<file path="src/hw/div_macros.svh">
`ifndef DIV_MACROS_SVH
`define DIV_MACROS_SVH

// ##############################
// Divider sizing
// ##############################

// Operand width in bits
`define DIV_WIDTH 16

// Wide enough to count DIV_WIDTH restoring steps
`define DIV_STEP_BITS 4

`endif

</file>
<file path="src/hw/div_pkg.sv">
`include "div_macros.svh"

package div_pkg;

    // ##############################
    // Data widths
    // ##############################

    // Dividend, divisor, quotient or remainder
    typedef logic [`DIV_WIDTH-1:0] operand_t;

    // Partial remainder, one extra bit for the sign of the trial difference
    typedef logic [`DIV_WIDTH:0] partial_t;

    // Restoring step count
    typedef logic [`DIV_STEP_BITS-1:0] step_t;

    // ##############################
    // Controller states
    // ##############################

    typedef enum logic [1:0] {
        ST_IDLE    = 2'd0,
        ST_ITERATE = 2'd1,
        ST_DONE    = 2'd2
    } div_state_t;

endpackage

</file>
<file path="src/hw/div_controller.sv">
module div_controller (
    input  logic clk,
    input  logic reset,

    // Source side handshake
    input  logic src_valid,
    output logic src_ready,

    // Destination side handshake
    input  logic dst_ready,
    output logic dst_valid,

    // Step counter feedback
    input  logic last_step,

    // Enables for counter and datapath
    output logic load,
    output logic step
);

    div_pkg::div_state_t state;
    div_pkg::div_state_t state_next;

    // ##############################
    // State register
    // ##############################

    always_ff @(posedge clk or negedge reset)
    begin
        if (!reset)
        begin
            state <= div_pkg::ST_IDLE;
        end
        else
        begin
            state <= state_next;
        end
    end

    // ##############################
    // Next state
    // ##############################

    always_comb
    begin
        state_next = state;
        case (state)
            div_pkg::ST_IDLE:
            begin
                // Operand pair taken this cycle
                if (src_valid)
                begin
                    state_next = div_pkg::ST_ITERATE;
                end
            end
            div_pkg::ST_ITERATE:
            begin
                // Final restoring step happens on this edge
                if (step && last_step)
                begin
                    state_next = div_pkg::ST_DONE;
                end
            end
            div_pkg::ST_DONE:
            begin
                // Hold result until the sink takes it
                if (dst_ready)
                begin
                    state_next = div_pkg::ST_IDLE;
                end
            end
            default:
            begin
                state_next = div_pkg::ST_IDLE;
            end
        endcase
    end

    // ##############################
    // Outputs decoded from state
    // ##############################

    always_comb
    begin
        src_ready = (state == div_pkg::ST_IDLE);
        dst_valid = (state == div_pkg::ST_DONE);

        // Load only on an accepted pair
        load = src_ready && src_valid;

        // One restoring step per iterate cycle
        step = (state == div_pkg::ST_ITERATE);
    end

endmodule

</file>
<file path="src/hw/div_step_counter.sv">
`include "div_macros.svh"

module div_step_counter (
    input  logic clk,
    input  logic reset,

    // Restart at the start of a division
    input  logic clear,

    // One restoring step done
    input  logic advance,

    // Count has reached the final step
    output logic last_step
);

    div_pkg::step_t count;

    // Index of the final restoring step
    localparam div_pkg::step_t LAST_COUNT = div_pkg::step_t'(`DIV_WIDTH - 1);

    // ##############################
    // Step count
    // ##############################

    always_ff @(posedge clk or negedge reset)
    begin
        if (!reset)
        begin
            count <= '0;
        end
        else if (clear)
        begin
            count <= '0;
        end
        else if (advance)
        begin
            // Wraps back to zero after the last step
            count <= count + div_pkg::step_t'(1);
        end
    end

    // Final step decode
    assign last_step = (count == LAST_COUNT);

endmodule

</file>
<file path="src/hw/div_datapath.sv">
`include "div_macros.svh"

module div_datapath (
    input  logic clk,
    input  logic reset,

    // Controls from the sequencer
    input  logic load,
    input  logic step,

    // Operands, sampled on load
    input  div_pkg::operand_t dividend,
    input  div_pkg::operand_t divisor,

    // Result registers
    output div_pkg::operand_t quotient,
    output div_pkg::operand_t remainder
);

    // Divisor with zero extension to the partial width
    div_pkg::partial_t divisor_q;

    // Partial remainder, upper half of the shift pair
    div_pkg::partial_t rem_q;

    // Quotient, lower half of the shift pair, starts as the dividend
    div_pkg::operand_t quo_q;

    // Step logic
    div_pkg::partial_t rem_shift;
    div_pkg::operand_t quo_shift;
    div_pkg::partial_t trial_diff;
    logic              trial_neg;
    div_pkg::partial_t rem_next;
    div_pkg::operand_t quo_next;

    // ##############################
    // Shift and trial subtract
    // ##############################

    always_comb
    begin
        // Shift remainder and quotient left as one pair
        rem_shift = {rem_q[`DIV_WIDTH-1:0], quo_q[`DIV_WIDTH-1]};
        quo_shift = {quo_q[`DIV_WIDTH-2:0], 1'b0};

        // Try taking the divisor off the upper part
        trial_diff = rem_shift - divisor_q;

        // Sign bit of the difference decides the restore
        trial_neg = trial_diff[`DIV_WIDTH];
    end

    // ##############################
    // Restore or keep
    // ##############################

    always_comb
    begin
        if (trial_neg)
        begin
            // Divisor did not fit, restore and shift in a 0
            rem_next = rem_shift;
            quo_next = quo_shift;
        end
        else
        begin
            // Divisor fit, keep difference and shift in a 1
            rem_next = trial_diff;
            quo_next = quo_shift | div_pkg::operand_t'(1);
        end
    end

    // ##############################
    // Registers
    // ##############################

    always_ff @(posedge clk or negedge reset)
    begin
        if (!reset)
        begin
            divisor_q <= '0;
            rem_q     <= '0;
            quo_q     <= '0;
        end
        else if (load)
        begin
            divisor_q <= {1'b0, divisor};
            rem_q     <= '0;
            quo_q     <= dividend;
        end
        else if (step)
        begin
            rem_q <= rem_next;
            quo_q <= quo_next;
        end
    end

    // Results straight from the registers
    assign quotient  = quo_q;
    assign remainder = rem_q[`DIV_WIDTH-1:0];

endmodule

</file>
<file path="src/hw/restoring_divider.sv">
module restoring_divider (
    input  logic clk,
    input  logic reset,

    // Operand side
    input  div_pkg::operand_t dividend,
    input  div_pkg::operand_t divisor,
    input  logic              src_valid,
    output logic              src_ready,

    // Result side
    input  logic              dst_ready,
    output logic              dst_valid,
    output div_pkg::operand_t quotient,
    output div_pkg::operand_t remainder
);

    // Controller enables
    logic load;
    logic step;

    // Counter feedback
    logic last_step;

    // ##############################
    // Sequencer
    // ##############################

    div_controller ctrl0 (
        .clk       (clk),
        .reset     (reset),
        .src_valid (src_valid),
        .src_ready (src_ready),
        .dst_ready (dst_ready),
        .dst_valid (dst_valid),
        .last_step (last_step),
        .load      (load),
        .step      (step)
    );

    // ##############################
    // Step counter
    // ##############################

    // Cleared on accept, counts each iterate cycle
    div_step_counter cnt0 (
        .clk       (clk),
        .reset     (reset),
        .clear     (load),
        .advance   (step),
        .last_step (last_step)
    );

    // ##############################
    // Shift-subtract datapath
    // ##############################

    div_datapath dp0 (
        .clk       (clk),
        .reset     (reset),
        .load      (load),
        .step      (step),
        .dividend  (dividend),
        .divisor   (divisor),
        .quotient  (quotient),
        .remainder (remainder)
    );

endmodule

</file>
<file path="config.mk">
export PLATFORM = sky130hd
export DESIGN_NAME = restoring_divider
export DESIGN_NICKNAME = d
export VERILOG_FILES = /design/src/hw/div_pkg.sv /design/src/hw/div_controller.sv /design/src/hw/div_step_counter.sv /design/src/hw/div_datapath.sv /design/src/hw/restoring_divider.sv
export VERILOG_INCLUDE_DIRS = /design/src /design/src/hw
export SDC_FILE = /design/constraint.sdc
export NUM_CORES = 1
export LEC_CHECK = 0
export ABC_AREA = 1
export BUFFER_PORTS_ARGS = -buffer_cell sky130_fd_sc_hd__buf_2
export CAP_MARGIN = 40
export CORE_AREA = 3 3 170 89
export CTS_CLUSTER_DIAMETER = 40
export CTS_CLUSTER_SIZE = 28
export DETAILED_ROUTE_END_ITERATION = 12
export DIE_AREA = 0 0 173 92
export GPL_TIMING_DRIVEN = 0
export PLACE_DENSITY = 0.51
export SYNTH_ARGS = -nofsm -noshare
export SYNTH_HDL_FRONTEND = slang
export SYNTH_SLANG_ARGS = --single-unit
</file>
<file path="constraint.sdc">
create_clock -name clk -period 2.2 [get_ports clk]
set_clock_uncertainty 0.2 [all_clocks]
set_input_delay 0.22 -clock clk [delete_from_list [all_inputs] [get_ports clk]]
set_output_delay 0.22 -clock clk [all_outputs]
set_load 0.005 [all_outputs]
</file>
* Yosys cells after proc, flatten, opt, wreduce, memory -nomap -nowiden
Index checks and enable logic that the tools add are counted.
Storage, ports and cells: register bits after elaboration 54, bits in latches 0, memory bits (writable) 0, ROM bits 0, output and inout port bits 34, logic and storage cells 30, memories 0
Operators by class: add/subtract/negate cells 2, $mul 0, div/mod/pow operators 0, order comparisons 0, eq/ne operators 6, shift operators 0, multiplexer cells 12, bitwise logic cells 0, reduce and logical (&&, ||, !) cells 5
Operators with widths (count):
- 2-to-1 mux 16 bit | 5
- subtractor 17 x 16 -> 17 bit | 1
- 2-to-1 mux 4 bit | 2
- 2-to-1 mux 2 bit | 3
- != test 2 bit (second input constant) | 3
- case mux 2 bit (3 select lines) | 1
- adder 4 x 1 -> 4 bit (second input constant) | 1
- equality test 4 bit (second input constant) | 1
- AND reduction 3 bit | 1
- equality test 2 x 1 -> 1 bit (second input constant) | 1
- equality test 2 bit (second input constant) | 1
- logical AND 1 bit | 2
- logical NOT 2 bit | 1
- nonzero test 2 bit | 1
- 2-to-1 mux 1 bit | 1

* Depth between registers and ports, before layout
word-level depth 4, mapped depth 16, mapped depth without buffers 16

* Hierarchy
A second synthesis with hierarchy kept.
Second synthesis, totals: cell total of the unflattened synthesis 496, area total of the unflattened synthesis 3517.1 sq um
Modules (own cells, without submodules):
- div_datapath | times used 1, cells an instance 454, area each 3191.8 sq um, sequential area each 1201.2 sq um
- div_step_counter | times used 1, cells an instance 26, area each 211.5 sq um, sequential area each 100.1 sq um
- div_controller | times used 1, cells an instance 16, area each 113.9 sq um, sequential area each 50.0 sq um

* Worst setup path before layout
OpenSTA, ideal clock, no wires.
path type register to register, from register dp0.quo_q[15] (netlist: dp0.quotient[15]), to register dp0.rem_q[3], arrival time 1.947 ns, data required time 1.883 ns, path slack -0.064 ns, cell stages (with the launch flop) 16, path buffers 1, cell sequence dfrtp_1 > inv_1 > ha_1 > inv_1 > fa_1 > nand2_1 > nand2_2 > nand3_1 > nand2_2 > nand2_2 > nand3_1 > nand2_2 > buf_6 > nand2_1 > nand3_1 > nand2_1
On the way: word-level cells in the longest chain between the ends 4
RTL lines:
- from (decl) | line div_datapath.sv:27 | div_pkg::operand_t quo_q;
- from (signal assigned) | line div_datapath.sv:90 | quo_q <= dividend;
- from (signal assigned) | line div_datapath.sv:95 | quo_q <= quo_next;
- subtractor 17 x 16 -> 17 bit | line div_datapath.sv:48 | trial_diff = rem_shift - divisor_q;
- 2-to-1 mux 16 bit | line div_datapath.sv:60 | if (trial_neg)
- 2-to-1 mux 16 bit | line div_datapath.sv:92 | else if (step)
- 2-to-1 mux 16 bit | line div_datapath.sv:86 | else if (load)
- to (signal assigned) | line div_datapath.sv:94 | rem_q <= rem_next;
- to (decl) | line div_datapath.sv:24 | div_pkg::partial_t rem_q;
Every way passes these cells. The select of a mux whose other input is x is not followed. A chain may end at the register's enable or synchronous reset.

* Final worst setup path
from register dp0.quo_q[15] (netlist: dp0.quotient[15]), to register dp0.rem_q[8]
Same word-level chain as after synthesis.

==> results.toml <==
[run_status]
status = "complete, but fails checks"
violations = "negative setup slack"

[synthesis]
synth_area_leaders = "dfrtp_1, nand2_1, inv_1, ha_1, nand3_1"
synth_xor_area_share_pct = 1.795
yosysTopAreaCell = "dfrtp_1"
synthArstFlopShare_pct = 100.0
netlist_instances = 482
synth_compound_area_share_pct = 9.560
netlist_top_cells_count = "nand2_1, inv_1, dfrtp_1, nand3_1, o21ai_0"
yosysUniqueCellTypes = 28
synth_edf_count = 0
synth_area_um2 = 3416
synth_mux_area_share_pct = 0
synthFlopType = "dfrtp_1"
synthSimpleGateAreaFrac_pct = 29.93
ys_ff_latch = 54
synth_most_common_cell = "nand2_1"
yosysWarningCount = 0
ys_seq_area_share_pct = 39.56
synth-adder-area-share_pct = 6.813
synthesis.nets = 536
synth_top_family_by_area = "simple AND/OR/NAND/NOR gates"
syn_avg_cell_area_um2 = 7.087
synth_top_area_share_pct = 39.56

[setup_path]
cp_max_fo = 5
crit_arrival_ps = 2360
required_ps = 2240
crit_path_end_kind = "flip-flop"
setup.worst_path.class = "flip-flop to flip-flop"
worstSetupStartpointType = "flip-flop"

[place]
place_inst = 744
gp_congestion = 0.8675
place_area_um2 = 4029
hpwl_um = 7162
io_buffers = 69
dp_slack_ps = -356.0

[sta]
rsz0062_at_grt = "true"
hold_ws_ps = 80.37
period_share_pct = 105.6
period_needed_ps = 2324
tightest_slew_ps = 864.6
max_slew_margin_pct = 42.36
timing.fmax_ghz = 0.4303
finalHoldViolCount = 0
fin_ws_ps = -123.8
slew_viol_final = 0
setup_viol_count_final = 15

[clock_network]
htreeDepth = 2
clk_latency_ps = 300
cts_buffers = 5
clkTransAtPathRegs_ps = 80
clk_path_buf_depth = 2
cts.sinks = 54
cts_tree = "built"
cts_root_buf = "clkbuf_16"

[die]
core-area_um2 = 13590
dieWidth_um = 173
ios = 70
die_h_um = 92
initial_core_util_pct = 25.14
rows = 30
dieArea_um2 = 15920

[global_route]
grt_pass1_vias = 3488
grt_pass1_wl_um = 17140
grt_max_degree = 29
grt.total_usage_pct = 13.17
gr-total-overflow = 0
grt_antenna_before_repair = 0

[finish]
area_growth_pct = 48.97
layout-drive-gt1-share_pct = 28.24
diodes = 0
final_nets = 662
final_cells = 801
fillers = 1452
fin_area_um2 = 5089

[flow_run]
cap_violations = 0

[route]
avgViaCountPerCell = 4.281
totalWireLength_um = 10260
dr.first_iter.drc_count = 191
drc = 0
wl_per_cell_um = 12.81
drtAntennaViolNets = 0
vias = 3429
drt_first_pass_iters = 4

[hold_path]
hp-class = "input port to flip-flop"
==> final cells by class <==
type,instances,area [um2],area share [%]
multi-input cells,322,2031,39.91
flip-flops and latches,54,1356,26.65
repair buffers,120,885.9,17.41
inverters,93,351.6,6.909
well taps,192,240.2,4.721
clock buffers,5,125.1,2.459
plain buffers,12,70.07,1.377
clock inverters,3,28.78,0.5655
==> cell usage in the layout, fill, tap and decap left out, types with 3 or more instances in the layout <==
| cell | n |
|---|---|
| nor2_1 | 14 |
| nand2_1 | 161 |
| o21ai_0 | 21 |
| a21oi_1 | 7 |
| buf_4 | 12 |
| buf_2 | 73 |
| nand3_1 | 13 |
| nand3_2 | 11 |
| nand2_2 | 17 |
| clkbuf_1 | 6 |
| ha_4 | 10 |
| buf_12 | 3 |
| dlygate4sd3_1 | 34 |
| nand2_8 | 3 |
| xnor2_1 | 5 |
| nor3_1 | 3 |
| o221ai_1 | 13 |
| clkbuf_16 | 5 |
| nand2_4 | 13 |
| inv_2 | 5 |
| dfrtp_1 | 50 |
| dfrtp_2 | 4 |
| inv_1 | 87 |
| nand3b_1 | 4 |
| ha_1 | 7 |
==> routing by layer <==
layer / up-vias / GRT usage [%] / wire length [um]
li1: 1753 / - / -
met1: 1600 / 17.59 / 4920
met2: 62 / 22.22 / 4837
met3: 14 / 2.068 / 361
met4: 0 / 3.639 / 142
met5: - / 0 / 0
==> critical path, stage by stage, from the launching register on <==
cell,delay [ps]
dfrtp_1,390
inv_2,90
ha_4,140
inv_4,30
fa_2,340
nand2_2,70
nand2_2,60
nand3_2,80
nand2_4,90
nand2_8,90
nand2_4,70
nand2_4,70
nand2_4,70
buf_12,130
buf_16,140
nand2_4,50
nand3_2,50
nand2_1,80
==> metrics by stage <==
stage,utilization [%],setup TNS [ps]
after floorplan,-,0
after global placement,29.50,-4443
after detailed placement,29.65,-4570
after CTS,36.00,-1703
after global routing,37.45,-2599
final,37.45,-1154
==> state kept, by name, summed over array words and instances, names as in the netlist <==
name	cells
ctrl0.state	2
dp0.quotient	16
cnt0.count	4
dp0.rem_q	16
dp0.divisor_q	16
==> what timing repair did <==
| action | 4_1_cts | 5_1_grt |
|---|---|---|
| setup endpoints to repair | 17 | 17 |
| buffers inserted | 11 | 4 |
| cloned | 2 | 0 |
| resized for setup | 54 | 36 |
| hold buffers | 34 | 0 |
| hold endpoints to repair | 59 | 0 |
| pin swaps | 27 | 25 |
==> cells by family (layout without fill, tap and decap cells) <==
| family | after synthesis | count (layout) |
|---|---|---|
| AO/OA/AOI/OAI | 51 | 51 |
| XOR/XNOR | 7 | 7 |
| adder cells (fa/ha/maj) | 18 | 18 |
| buffers and inverters | 106 | 233 |
| flip-flops | 54 | 54 |
| AND/OR/NAND/NOR | 246 | 246 |
==> worst paths after layout <==
check | start | end | slack, ps | cells after the start
setup / recovery | dp0.quotient[15] | dp0.rem_q[8] | -120 | 17
hold / removal | dst_ready | ctrl0.state[1] | 80 | 3
setup reg to reg | dp0.quotient[15] | dp0.rem_q[8] | -120 | 17
hold reg to reg | cnt0.count[0] | cnt0.count[0] | 340 | 1
max in group asynchronous | reset | dp0.rem_q[10] | 930 | 3
min in group asynchronous | reset | dp0.quotient[5] | 270 | 2
Power is not shown: default switching activity piles up to over one toggle a cycle in this logic, so the estimate is an artifact.
